$ cat config.mk
export PLATFORM = sky130hd
export DESIGN_NAME = sc_statemachine_desc
export DESIGN_NICKNAME = d
export VERILOG_FILES = /design/src/source/robot_nav_pkg.sv /design/src/source/nav_sense.sv /design/src/source/behavior_fsm.sv /design/src/source/motion_command.sv /design/src/source/sc_statemachine_desc.sv
export SDC_FILE = /design/constraint.sdc
export NUM_CORES = 1
export LEC_CHECK = 0
export BUFFER_PORTS_ARGS = -buffer_cell sky130_fd_sc_hd__buf_2
export CAP_MARGIN = 20
export CORE_MARGIN = 4
export CORE_UTILIZATION = 33
export CTS_CLUSTER_SIZE = 8
export DETAILED_ROUTE_END_ITERATION = 8
export HOLD_SLACK_MARGIN = 0.02
export PLACE_DENSITY = 0.84
export SYNTH_ARGS = -nofsm -noshare
export SYNTH_HDL_FRONTEND = slang
export SYNTH_SLANG_ARGS = --single-unit
$ cat constraint.sdc
create_clock -name SC_STATEMACHINE_DESC_CLOCK_50 -period 2.16 [get_ports SC_STATEMACHINE_DESC_CLOCK_50]
set_input_delay 0.216 -clock SC_STATEMACHINE_DESC_CLOCK_50 [delete_from_list [all_inputs] [get_ports SC_STATEMACHINE_DESC_CLOCK_50]]
set_output_delay 0.216 -clock SC_STATEMACHINE_DESC_CLOCK_50 [all_outputs]
set_load 0.005 [all_outputs]
$ cat src/source/robot_nav_pkg.sv
//========================================
// shared types and constants of the robot
// behavior controller, fixed point words
// are 17-bit sign-magnitude, 8.8 format
//========================================
`default_nettype none

package robot_nav_pkg;

	//========================================
	// fixed point format
	//========================================
	localparam int fix_width = 17;

	localparam logic [fix_width-1:0] safe_dist   = 17'b0_00001111_00000000; // 15.0
	localparam logic [fix_width-1:0] err_band    = 17'b0_00001010_00000000; // 10.0
	localparam logic [fix_width-1:0] vel_fwd_pos = 17'b0_00110010_00000000; // +50.0
	localparam logic [fix_width-1:0] vel_neg     = 17'b1_00110010_00000000; // -50.0
	localparam logic [fix_width-1:0] vel_zero    = '0;

	// one word, seen as a plain distance or as sign plus magnitude
	typedef union packed {
		logic [fix_width-1:0] raw;
		struct packed {
			logic                 sign; // 1 means negative
			logic [fix_width-2:0] mag;
		} sm;
	} fixed_word_u;

	//========================================
	// port bundles
	//========================================
	typedef struct packed {
		fixed_word_u dist_1; // left sensor
		fixed_word_u dist_2; // front sensor
		fixed_word_u dist_3; // right sensor
		fixed_word_u dist_4;
	} sensor_set_t;

	typedef struct packed {
		fixed_word_u err_x;
		fixed_word_u err_y;
	} goal_error_t;

	typedef struct packed {
		logic near_1;
		logic near_2;
		logic near_3;
		logic near_4;
		logic goal_left_far;  // err_y positive and far
		logic goal_right_far; // err_y negative and far
		logic goal_y_within;
		logic goal_ahead_far; // err_x positive and far
	} sense_flags_t;

	typedef enum logic [4:0] {
		st_reset, st_start, st_goal,
		st_check_left, st_dodge_left, st_wait_left, st_clear_left,
		st_check_right, st_dodge_right, st_wait_right, st_clear_right,
		st_check_fwd, st_fwd, st_wait_fwd, st_clear_fwd,
		st_side, st_side_dodge, st_wait_side, st_clear_side
	} behavior_state_e;

	typedef struct packed {
		fixed_word_u vel_x;
		fixed_word_u vel_y;
		logic        go_to_goal;    // 1 go-to-goal, 0 avoid
		logic        enable_time_n; // external timer run level
		logic        clear_time_n;  // external timer clear level
	} motion_cmd_t;

endpackage

`default_nettype wire

$ cat src/source/nav_sense.sv
//========================================
// obstacle and goal direction flags from
// the raw sensor distances and goal error
//========================================
`default_nettype none

module nav_sense
(
	input  wire robot_nav_pkg::sensor_set_t  sensors,
	input  wire robot_nav_pkg::goal_error_t  goal_err,
	output robot_nav_pkg::sense_flags_t      flags
);

	logic y_far;    // |err_y| beyond the band
	logic x_far;    // |err_x| beyond the band

	//========================================
	// error magnitude tests
	//========================================
	always_comb
	begin
		y_far = goal_err.err_y.sm.mag > robot_nav_pkg::err_band[robot_nav_pkg::fix_width-2:0];
		x_far = goal_err.err_x.sm.mag > robot_nav_pkg::err_band[robot_nav_pkg::fix_width-2:0];
	end

	//========================================
	// flag word
	//========================================
	always_comb
	begin
		// at or below the safe distance counts as an obstacle
		flags.near_1 = sensors.dist_1.raw <= robot_nav_pkg::safe_dist;
		flags.near_2 = sensors.dist_2.raw <= robot_nav_pkg::safe_dist;
		flags.near_3 = sensors.dist_3.raw <= robot_nav_pkg::safe_dist;
		flags.near_4 = sensors.dist_4.raw <= robot_nav_pkg::safe_dist;

		flags.goal_left_far  = !goal_err.err_y.sm.sign && y_far;  // goal to the left
		flags.goal_right_far = goal_err.err_y.sm.sign && y_far;   // goal to the right
		flags.goal_y_within  = !y_far;
		flags.goal_ahead_far = !goal_err.err_x.sm.sign && x_far;  // goal well ahead
	end

endmodule

`default_nettype wire

$ cat src/source/behavior_fsm.sv
//========================================
// behavior controller state machine, picks
// go-to-goal or one of three detours and
// waits on the external timer before exit
//========================================
`default_nettype none

module behavior_fsm
(
	input  wire logic                         SC_STATEMACHINE_DESC_CLOCK_50,
	input  wire logic                         SC_STATEMACHINE_DESC_RESET_InHigh,
	input  wire robot_nav_pkg::sense_flags_t  flags,
	input  wire logic                         time_flag_n,
	output robot_nav_pkg::behavior_state_e    state
);

	robot_nav_pkg::behavior_state_e next_state;
	logic any_near;

	assign any_near = flags.near_1 || flags.near_2 || flags.near_3 || flags.near_4;

	//========================================
	// next state logic
	//========================================
	always_comb
	begin
		next_state = state; // hold unless a branch moves on
		case (state)
			robot_nav_pkg::st_reset:
				next_state = robot_nav_pkg::st_start;
			robot_nav_pkg::st_start:
				next_state = robot_nav_pkg::st_goal;
			robot_nav_pkg::st_goal:
				if (any_near)
					next_state = robot_nav_pkg::st_check_left; // obstacle seen

			// left branch, goal on the left with sensor 1 blocked
			robot_nav_pkg::st_check_left:
				if (flags.goal_left_far && flags.near_1)
					next_state = robot_nav_pkg::st_dodge_left;
				else
					next_state = robot_nav_pkg::st_check_right;
			robot_nav_pkg::st_dodge_left:
				if (!flags.near_1)
					next_state = robot_nav_pkg::st_wait_left;
			robot_nav_pkg::st_wait_left:
				if (!time_flag_n)
					next_state = robot_nav_pkg::st_clear_left;
			robot_nav_pkg::st_clear_left:
				next_state = robot_nav_pkg::st_goal;

			// right branch, goal on the right with sensor 3 blocked
			robot_nav_pkg::st_check_right:
				if (flags.goal_right_far && flags.near_3)
					next_state = robot_nav_pkg::st_dodge_right;
				else
					next_state = robot_nav_pkg::st_check_fwd;
			robot_nav_pkg::st_dodge_right:
				if (!flags.near_3)
					next_state = robot_nav_pkg::st_wait_right;
			robot_nav_pkg::st_wait_right:
				if (!time_flag_n)
					next_state = robot_nav_pkg::st_clear_right;
			robot_nav_pkg::st_clear_right:
				next_state = robot_nav_pkg::st_goal;

			// forward branch along sensor 2
			robot_nav_pkg::st_check_fwd:
				if (flags.goal_y_within && flags.goal_ahead_far && flags.near_2)
					next_state = robot_nav_pkg::st_fwd;
				else
					next_state = robot_nav_pkg::st_goal; // no branch matched
			robot_nav_pkg::st_fwd:
				if (!flags.near_2)
					next_state = robot_nav_pkg::st_wait_fwd;
			robot_nav_pkg::st_wait_fwd:
				if (!time_flag_n)
					next_state = robot_nav_pkg::st_clear_fwd;
			robot_nav_pkg::st_clear_fwd:
				next_state = robot_nav_pkg::st_side;

			// right side-step after the forward run
			robot_nav_pkg::st_side:
				if (flags.near_3)
					next_state = robot_nav_pkg::st_side_dodge;
			robot_nav_pkg::st_side_dodge:
				if (!flags.near_3)
					next_state = robot_nav_pkg::st_wait_side;
			robot_nav_pkg::st_wait_side:
				if (!time_flag_n)
					next_state = robot_nav_pkg::st_clear_side;
			robot_nav_pkg::st_clear_side:
				next_state = robot_nav_pkg::st_goal;

			default:
				next_state = robot_nav_pkg::st_reset; // unused codes
		endcase
	end

	//========================================
	// state register
	//========================================
	always_ff @(posedge SC_STATEMACHINE_DESC_CLOCK_50, posedge SC_STATEMACHINE_DESC_RESET_InHigh)
	begin
		if (SC_STATEMACHINE_DESC_RESET_InHigh)
			state <= robot_nav_pkg::st_reset;
		else
			state <= next_state;
	end

endmodule

`default_nettype wire

$ cat src/source/motion_command.sv
//========================================
// Moore output decode, velocities, behavior
// bit and timer levels from the state only
//========================================
`default_nettype none

module motion_command
(
	input  wire robot_nav_pkg::behavior_state_e  state,
	output robot_nav_pkg::motion_cmd_t           cmd
);

	logic goal_mode; // go-to-goal, no motion command
	logic fwd_mode;  // forward detour states
	logic wait_st;
	logic clear_st;

	//========================================
	// state classes
	//========================================
	always_comb
	begin
		goal_mode = 1'b0;
		fwd_mode  = 1'b0;
		wait_st   = 1'b0;
		clear_st  = 1'b0;
		case (state)
			robot_nav_pkg::st_reset, robot_nav_pkg::st_start, robot_nav_pkg::st_goal,
			robot_nav_pkg::st_check_left, robot_nav_pkg::st_check_right,
			robot_nav_pkg::st_check_fwd:
				goal_mode = 1'b1;
			robot_nav_pkg::st_dodge_left, robot_nav_pkg::st_dodge_right,
			robot_nav_pkg::st_side, robot_nav_pkg::st_side_dodge:
				goal_mode = 1'b0; // sideways motion only
			robot_nav_pkg::st_wait_left, robot_nav_pkg::st_wait_right,
			robot_nav_pkg::st_wait_side:
				wait_st = 1'b1;
			robot_nav_pkg::st_clear_left, robot_nav_pkg::st_clear_right,
			robot_nav_pkg::st_clear_side:
				clear_st = 1'b1;
			robot_nav_pkg::st_fwd:
				fwd_mode = 1'b1;
			robot_nav_pkg::st_wait_fwd:
			begin
				fwd_mode = 1'b1;
				wait_st  = 1'b1;
			end
			robot_nav_pkg::st_clear_fwd:
			begin
				fwd_mode = 1'b1;
				clear_st = 1'b1;
			end
			default:
				goal_mode = 1'b1; // safe pattern
		endcase
	end

	//========================================
	// command word
	//========================================
	always_comb
	begin
		cmd.go_to_goal    = goal_mode;
		cmd.vel_x.raw     = fwd_mode ? robot_nav_pkg::vel_fwd_pos : robot_nav_pkg::vel_zero;
		// every sideways avoidance state moves right
		cmd.vel_y.raw     = (goal_mode || fwd_mode) ? robot_nav_pkg::vel_zero
		                                            : robot_nav_pkg::vel_neg;
		cmd.enable_time_n = !wait_st;  // timer runs while waiting
		cmd.clear_time_n  = !clear_st; // one cycle clear pulse
	end

endmodule

`default_nettype wire

$ cat src/source/sc_statemachine_desc.sv
//========================================
// top of the robot behavior controller,
// sensing, state machine and output decode
//========================================
`default_nettype none

module sc_statemachine_desc
(
	input  wire logic                         SC_STATEMACHINE_DESC_CLOCK_50,
	input  wire logic                         SC_STATEMACHINE_DESC_RESET_InHigh,
	input  wire robot_nav_pkg::sensor_set_t   sensors,
	input  wire robot_nav_pkg::goal_error_t   goal_err,
	input  wire logic                         time_flag_n,
	output robot_nav_pkg::motion_cmd_t        cmd
);

	robot_nav_pkg::sense_flags_t    flags; // comb flags into the FSM
	robot_nav_pkg::behavior_state_e state;

	nav_sense i_nav_sense
	(
		.sensors  (sensors),
		.goal_err (goal_err),
		.flags    (flags)
	);

	behavior_fsm i_behavior_fsm
	(
		.SC_STATEMACHINE_DESC_CLOCK_50     (SC_STATEMACHINE_DESC_CLOCK_50),
		.SC_STATEMACHINE_DESC_RESET_InHigh (SC_STATEMACHINE_DESC_RESET_InHigh),
		.flags                             (flags),
		.time_flag_n                       (time_flag_n),
		.state                             (state)
	);

	motion_command i_motion_command
	(
		.state (state),
		.cmd   (cmd)
	);

endmodule

`default_nettype wire

* Word-level counts from Yosys, hierarchy flattened
Cells that the tools add are included.
W data, S select, Z words.
** Operators by class
- Reductions and logical operators :: 23
- Equal/unequal tests :: 28
- Mux-type cells :: 20
- Order comparisons :: 6
** Operators with widths (count)
- $pmux W5 S16 :: 1
- $le A17 B12 Y1 const B :: 4
- $mux W5 :: 10
- $eq A5 B4 Y1 const B :: 8
- $gt A16 B12 Y1 const B :: 2
- $eq A5 B3 Y1 const B :: 4
- $mux W17 :: 1
- $ne A2 B2 Y1 const B :: 8
- $eq A5 B5 Y1 const B :: 3
- $mux W14 :: 1
- $reduce_or A13 Y1 :: 1
- $reduce_or A4 Y1 :: 3
- $eq A5 B2 Y1 const B :: 2
- $reduce_and A10 Y1 :: 1
- $logic_and A1 B1 Y1 :: 7
- $eq A5 B1 Y1 const B :: 1
- $logic_not A1 Y1 :: 5
- $logic_not A5 Y1 :: 1
- $logic_or A1 B1 Y1 :: 4
- $mux W1 :: 4
- $mux W2 :: 2
- $mux W4 :: 1
- $ne A2 B1 Y1 const B :: 2
- $reduce_or A3 Y1 :: 1
** Storage, ports and cells
- Register bits after elaboration :: 5
- Input bits :: 105
- Word-level logic and storage cells :: 78

* Logic depth before layout (Yosys ltp)
Gate-level depths: netlist of the first run.
- Depth in word-level cells :: 6
- Gate-level depth with buffers :: 7
- Gate-level depth less buffers :: 6

* By module
Synthesis of the first run repeated with hierarchy kept, for this count alone.
** Second synthesis, totals
- Cells, all modules :: 164
- Area, all modules :: 1243.7 sq um
** By module, submodules not included
- behavior_fsm :: cells an instance 73, instances 1, area an instance 614.3 sq um
- motion_command :: cells an instance 50, instances 1, area an instance 355.3 sq um
- nav_sense :: cells an instance 41, instances 1, area an instance 274.0 sq um

* Worst setup path before layout of the first run
Ideal clock, no wire load.
- Path kind :: input to register
- From :: input sensors[32] (netlist bit)
- To :: register i_behavior_fsm.state[0]
- Data arrival time :: 1.904 ns
- Library setup time :: 0.125 ns
- Slack :: 0.131 ns
- Path buffers :: 0
- Data required time :: 2.035 ns
- Stages :: 6
- Cells stage by stage :: or4_4 -> or4_4 -> o22ai_2 -> a221oi_2 -> nor2b_4 -> mux2_4
** Between the ends
- Cells in the longest elaborated chain, start to end :: 5
** RTL lines
- start: declaration :: RTL line sc_statemachine_desc.sv:11 : input wire robot_nav_pkg::sensor_set_t sensors,
- $le A17 B12 Y1 (*) :: RTL line nav_sense.sv:34 : flags.near_3 = sensors.dist_3.raw <= robot_nav_pkg::safe_dist;
- $logic_or A1 B1 Y1 (2 in a row) :: RTL line behavior_fsm.sv:20 : assign any_near = flags.near_1 || flags.near_2 || flags.near_3 || flags.near_4;
- $ne A2 B1 Y1 (no source line)
- $reduce_and A10 Y1 (no source line)
- end signal: assignment :: RTL line behavior_fsm.sv:106 : state <= robot_nav_pkg::st_reset;
- end signal: assignment :: RTL line behavior_fsm.sv:108 : state <= next_state;
- end: declaration :: RTL line behavior_fsm.sv:14 : output robot_nav_pkg::behavior_state_e state
Every way passes the cells marked *; elsewhere a longest branch is shown, timed or not.
A chain may end at the register's enable or synchronous reset.

* Worst setup path after layout of the first run
- From :: register i_behavior_fsm.state[0]
- To :: register i_behavior_fsm.state[3]
** Between the ends
- Cells in the longest elaborated chain, start to end :: 3
** RTL lines
- $eq A5 B1 Y1, or another cell as far along :: RTL line behavior_fsm.sv:28 : case (state)
- $reduce_or A4 Y1 (no source line), or another cell as far along
- $pmux W5 S16 or $reduce_and A10 Y1 (tied branches)
Parallel ways exist; a longest one is shown, timed or not.

==> results_dict.tcl, run 1 <==
set metrics [dict create \
    fillers 364 \
    power_frac_seq 0.150 \
    finalHoldViolations 0 \
    critical_path_class "reg -> reg" \
    critPathRequiredTime_ns 2.28 \
    regMostFlops "i_behavior_fsm.state" \
    seqCellArea_um2 125 \
    vias_per_cell 4.77 \
    fin_crit_sh 0.934 \
    dpl-instance-area_um2 1640 \
    chipHeight_um 67.6 \
    synth-compound-area-share 0.212 \
    synth_adder_area_share 0.00853 \
    synth_top_area_frac 0.224 \
    path_max_fanout 5 \
    tightestPinTransition_ns 0.529 \
    cts_sinks 5 \
    via_count 1507 \
    clk_latency_ns 0.23 \
    firstDrtPassIters 4 \
    p_clk_frac 0.089 \
    dieWidth_um 67.6 \
    status "finished clean" \
    combPwrFrac 0.762 \
    ys_types 50 \
    synth.most_common_cell "buf_4" \
    grt_use_total 0.159 \
    fin_worst_skew_ns 0.000355 \
    htree_levels 1 \
    switching_share 0.440 \
    fmax_mhz 496 \
    placed_cells 311 \
    dp_hpwl_mm 3.49 \
    arrival_ns 2.14 \
    antenna_found_initial 0 \
    syn_avg_cell_area_um2 7.43 \
    ys.flop_type "dfrtp_1" \
    grt_pass1_wl_mm 5.64 \
    hold_class "in -> async" \
    area_growth_syn_to_layout_pct 43.4 \
    rsz0062_at_grt "false" \
    min_period_ns 2.02 \
    peakVddDrop_mv 0.310 \
    p_per_area_nw_per_um2 692 \
    clock_path_buffers 2 \
    multi_input_comb_area_um2 826 \
    slew_viol_final 0 \
    antenna_cells 0 \
    synth-async-reset-ratio 1.00 \
    p_switching_mw 0.512 \
    ios 142 \
    slew_headroom 0.647 \
    fin_nets 376 \
    initial_core_util 0.346 \
    dp_slack_ns -0.0432 \
    synth_seq_cells 5 \
    p_int_mw 0.652 \
    synth_mux_area_frac 0.0384 \
    synth_top_area_cell "buf_4" \
    cts_root_buf "clkbuf_4" \
    synth_common_cells "buf_4 (35), nor4_1 (14), nor2_1 (11)" \
    drv_cap 0 \
    ys_seq_area_frac 0.107 \
    wl_per_cell_um 12.2 \
    fin_cells 316 \
    grt_max_degree 13 \
    drtIter0Drc 66 \
    critPathLaunchType "register" \
    netlist_area_um2 1170 \
    port_buffers 114 \
    fin_area_um2 1680 \
    path_clk_slew_ns 0.04 \
    synth_edf_count 0 \
    cts_made_buffers 3 \
    core_area_um2 3390 \
    layout_setup_ws_ns 0.142 \
    netlist_instances 158 \
    wirelength_mm 3.86 \
    gp_congestion 0.844 \
    cts_setup_buffers 0 \
    num_rows 21 \
    drc 0 \
    leakagePower_nw 0.891 \
    yosysWarnings 0 \
    largestRegisters "i_behavior_fsm.state x5" \
    synth_top_family_by_area "simple AND/OR/NAND/NOR gates" \
    drive_gt1_frac 0.515 \
    synth_area_leaders "buf_4 (22%), dfrtp_1 (11%), nor4_1 (7.5%), mux2_4 (3.8%), nor2_1 (3.5%)" \
    cts_tree "done" \
    yosys.area_share.simple 0.341 \
    grt_overflow 0 \
    synth_xor_area_frac 0.0149 \
    critPathCaptureType "register" \
    die_area_um2 4570 \
    largest_register_ff_count 5 \
    finalSetupViolCount 0 \
    grt_pass1_vias 1355 \
    ant_nets 0 \
]
## final timing paths
| kind | from | end | slack [ns] | depth (start not counted) |
|---|---|---|---|---|
| setup / recovery | i_behavior_fsm.state[0]$_DFFE_PP0P_ | i_behavior_fsm.state[3]$_DFFE_PP0P_ | 0.14 | 6 |
| hold / removal | SC_STATEMACHINE_DESC_RESET_InHigh | i_behavior_fsm.state[0]$_DFFE_PP0P_ | 0.43 | 3 |
| setup reg to reg | i_behavior_fsm.state[0]$_DFFE_PP0P_ | i_behavior_fsm.state[3]$_DFFE_PP0P_ | 0.14 | 6 |
| hold reg to reg | i_behavior_fsm.state[4]$_DFFE_PP0P_ | i_behavior_fsm.state[4]$_DFFE_PP0P_ | 0.75 | 3 |
| max in group asynchronous | SC_STATEMACHINE_DESC_RESET_InHigh | i_behavior_fsm.state[3]$_DFFE_PP0P_ | 1.57 | 3 |
| min in group SC_STATEMACHINE_DESC_CLOCK_50 | sensors[33] | i_behavior_fsm.state[4]$_DFFE_PP0P_ | 0.46 | 5 |
## cells by family (layout without fill, tap and decap cells)
| logic type | after synthesis | count (layout) |
|---|---|---|
| AO/OA/AOI/OAI | 34 | 34 |
| multiplexers | 3 | 3 |
| AND/OR/NAND/NOR | 68 | 68 |
| flip-flops | 5 | 5 |
| adder cells (fa/ha/maj) | 1 | 1 |
| other | 1 | 27 |
| XOR/XNOR | 2 | 2 |
| buffers and inverters | 44 | 130 |
## layer usage
layer  vias up  track usage  routed length [µm]
li1        761            -                   -
met2        87        0.305                2030
met4         0       0.0354                   0
met3         0       0.0150                 436
met5         -            0                   0
met1       659        0.186                1390
## timing repair
action | CTS | global route
hold endpoints to repair | 5 | 0
resized for setup | 0 | 2
hold buffers | 1 | 0
endpoints found under the setup margin | 0 | 4
## critical path, stage by stage (launching register included)
cell	delay [ns]
dfrtp_1	0.41
or3_1	0.37
or4_4	0.41
o22ai_2	0.18
a221oi_2	0.06
nor2b_4	0.16
mux2_4	0.31
## power by group through the flow
stage	clock (mW)	combinational [mW]	sequential [mW]
after floorplan	0	0.710	0.164
after global placement	0	0.851	0.171
after detailed placement	0	0.869	0.173
after CTS	0.109	0.874	0.173
after global routing	0.119	0.973	0.183
final	0.103	0.886	0.174
## metrics by stage
stage	TNS [ns]	utilization	power (mW)	hold WS, ns
floorplan	0	-	0.873	-0.00548
global placement	-0.0595	0.485	1.02	0.113
detailed placement	-0.128	0.485	1.04	0.124
CTS	0	0.496	1.16	0.434
global route	0	0.496	1.27	0.456
finish	0	0.496	1.16	0.426
## final cells by class
type / count / share of cell area
sequential: 5 / 0.0743
timing repair buffer: 122 / 0.376
multi-input combinational: 135 / 0.491
tap: 46 / 0.0342
clock buffer: 4 / 0.0156
inverter: 4 / 0.00892
## placed cells by master (no fill, tap or decap), types with 3 or more instances in the layout
cell,count
nand2_1,8
conb_1,27
o21ai_0,6
nand3_1,3
inv_1,4
mux2_4,3
buf_4,7
clkbuf_4,3
nor2_1,10
nor3_1,6
nand4_1,5
nor4_1,14
buf_2,114
a21oi_1,7
a31oi_1,3
dfrtp_1,5
No activity file was read; power rests on OpenSTA's default activity.
==> inputs of run 2 (changes only) <==
PLACE_DENSITY = 0.81   (was 0.84)
==> run 2 against run 1 <==
Combinational power is 1% higher; sequential cell count unchanged; wire length rose by 1.4%; via count is 0.86% higher; core utilization is 0.074 points higher; critical endpoint is now i_behavior_fsm.state[2]$_DFFE_PP0P_.
==> results_dict.tcl, run 2 (same netlist as run 1, synthesis figures left out) <==
set metrics [dict create \
    htree_levels 1 \
    clk_latency_ns 0.25 \
    cts_made_buffers 3 \
    drv_cap 0 \
    area_growth_syn_to_layout_pct 43.6 \
    critPathLaunchType "register" \
    grt_pass1_wl_mm 5.93 \
    whs_ns 0.406 \
    status "finished clean" \
    port_buffers 114 \
    drc 0 \
    drtIter0Drc 54 \
    slew_viol_final 0 \
    core_area_um2 3390 \
    path_max_fanout 5 \
    layout_commonest_cell "buf_2" \
    path_clk_slew_ns 0.04 \
    num_rows 21 \
    ios 142 \
    critPathRequiredTime_ns 2.28 \
    wl_per_cell_um 12.4 \
    dp_slack_ns -0.0327 \
    clock_path_buffers 2 \
    arrival_ns 2.17 \
    final_cell_mix "buf_2 (114), conb_1 (27), nor4_1 (14), nor2_1 (9), nand2_1 (8)" \
    finalHoldViolations 0 \
    finalSetupViolCount 0 \
    peakVddDrop_mv 0.323 \
    grt_pass1_vias 1429 \
    chipHeight_um 67.6 \
    p_per_area_nw_per_um2 696 \
    fin_worst_skew_ns 0.00455 \
    initial_core_util 0.346 \
    dieWidth_um 67.6 \
    grt_max_degree 14 \
    cts_tree "done" \
    critical_path_class "reg -> reg" \
    placed_cells 310 \
    grt_overflow 0 \
    regMostFlops "i_behavior_fsm.state" \
    fin_crit_sh 0.947 \
    tns_ns 0 \
    fillers 334 \
    fin_cells 315 \
    vias_per_cell 4.83 \
    largest_register_ff_count 5 \
    p_total_mw 1.17 \
    min_period_ns 2.05 \
    dp_hpwl_mm 3.49 \
    antenna_found_initial 0 \
    hold_class "in -> async" \
    via_count 1520 \
    fmax_mhz 489 \
    layout_setup_ws_ns 0.115 \
    die_area_um2 4570 \
    grt_use_total 0.167 \
    drive_gt1_frac 0.524 \
    leakagePower_nw 0.884 \
    wirelength_mm 3.91 \
    ant_nets 0 \
    seqCellArea_um2 125 \
    largestRegisters "i_behavior_fsm.state x5" \
    cts_sinks 5 \
    gp_congestion 0.862 \
    firstDrtPassIters 4 \
    multi_input_comb_area_um2 832 \
    antenna_cells 0 \
    cts_root_buf "clkbuf_4" \
    rsz0062_at_grt "false" \
    critPathCaptureType "register" \
    fin_nets 375 \
]
run 2: path summary, 6_finish.rpt:
path / startpoint / slack [ns] / cells after the start / endpoint
max: i_behavior_fsm.state[1]$_DFFE_PP0P_ / 0.11 / 6 / i_behavior_fsm.state[2]$_DFFE_PP0P_
min: SC_STATEMACHINE_DESC_RESET_InHigh / 0.41 / 3 / i_behavior_fsm.state[1]$_DFFE_PP0P_
max reg2reg: i_behavior_fsm.state[1]$_DFFE_PP0P_ / 0.11 / 6 / i_behavior_fsm.state[2]$_DFFE_PP0P_
min reg2reg: i_behavior_fsm.state[0]$_DFFE_PP0P_ / 0.73 / 2 / i_behavior_fsm.state[0]$_DFFE_PP0P_
max in group asynchronous: SC_STATEMACHINE_DESC_RESET_InHigh / 1.59 / 3 / i_behavior_fsm.state[4]$_DFFE_PP0P_
min in group SC_STATEMACHINE_DESC_CLOCK_50: sensors[33] / 0.44 / 5 / i_behavior_fsm.state[4]$_DFFE_PP0P_
run 2: routing by layer:
metal	GRT usage	wire length, µm	share of wire	up-vias
met5	0	0	0	-
met1	0.188	1400	0.36	662
met2	0.324	2070	0.53	98
li1	-	-	-	758
met3	0.0116	422	0.11	2
met4	0.0557	17	0.0043	0
run 2: per-stage QoR:
step / utilization / area (µm²)
after CTS: 0.494 / 1670
after global placement: 0.483 / 1640
final: 0.497 / 1690
after floorplan: - / 1270
after detailed placement: 0.483 / 1640
after global routing: 0.497 / 1690
run 2: area by class of cell:
cell class | instances | area share
Clock buffer | 4 | 0.0156
Inverter | 4 | 0.0111
Multi-Input combinational cell | 135 | 0.494
Sequential cell | 5 | 0.0742
Tap cell | 46 | 0.0341
Timing Repair Buffer | 121 | 0.371
run 2: critical path, stage by stage, from the launching register on:
cell and delay [ns]:
dfrtp_1 0.39, nor2b_1 0.31, nand2_2 0.12, nor4b_1 0.17, a2111oi_2 0.51, nor2b_4 0.11, mux2_4 0.31
run 2: report_power, final:
group / switching (mW) / leakage [nW] / internal, mW / total, mW
Sequential: 0.0390 / 0.0620 / 0.129 / 0.168
Clock: 0.0386 / 0.0150 / 0.0699 / 0.108
Combinational: 0.447 / 0.807 / 0.449 / 0.897
Total: 0.525 / 0.884 / 0.649 / 1.17
run 2: repair_timing:
item / CTS / global route
resized for setup: 0 / 5
hold buffers: 1 / 0
endpoints found under the setup margin: 0 / 8
buffers inserted: 0 / 0
endpoints found under the hold margin: 5 / 0
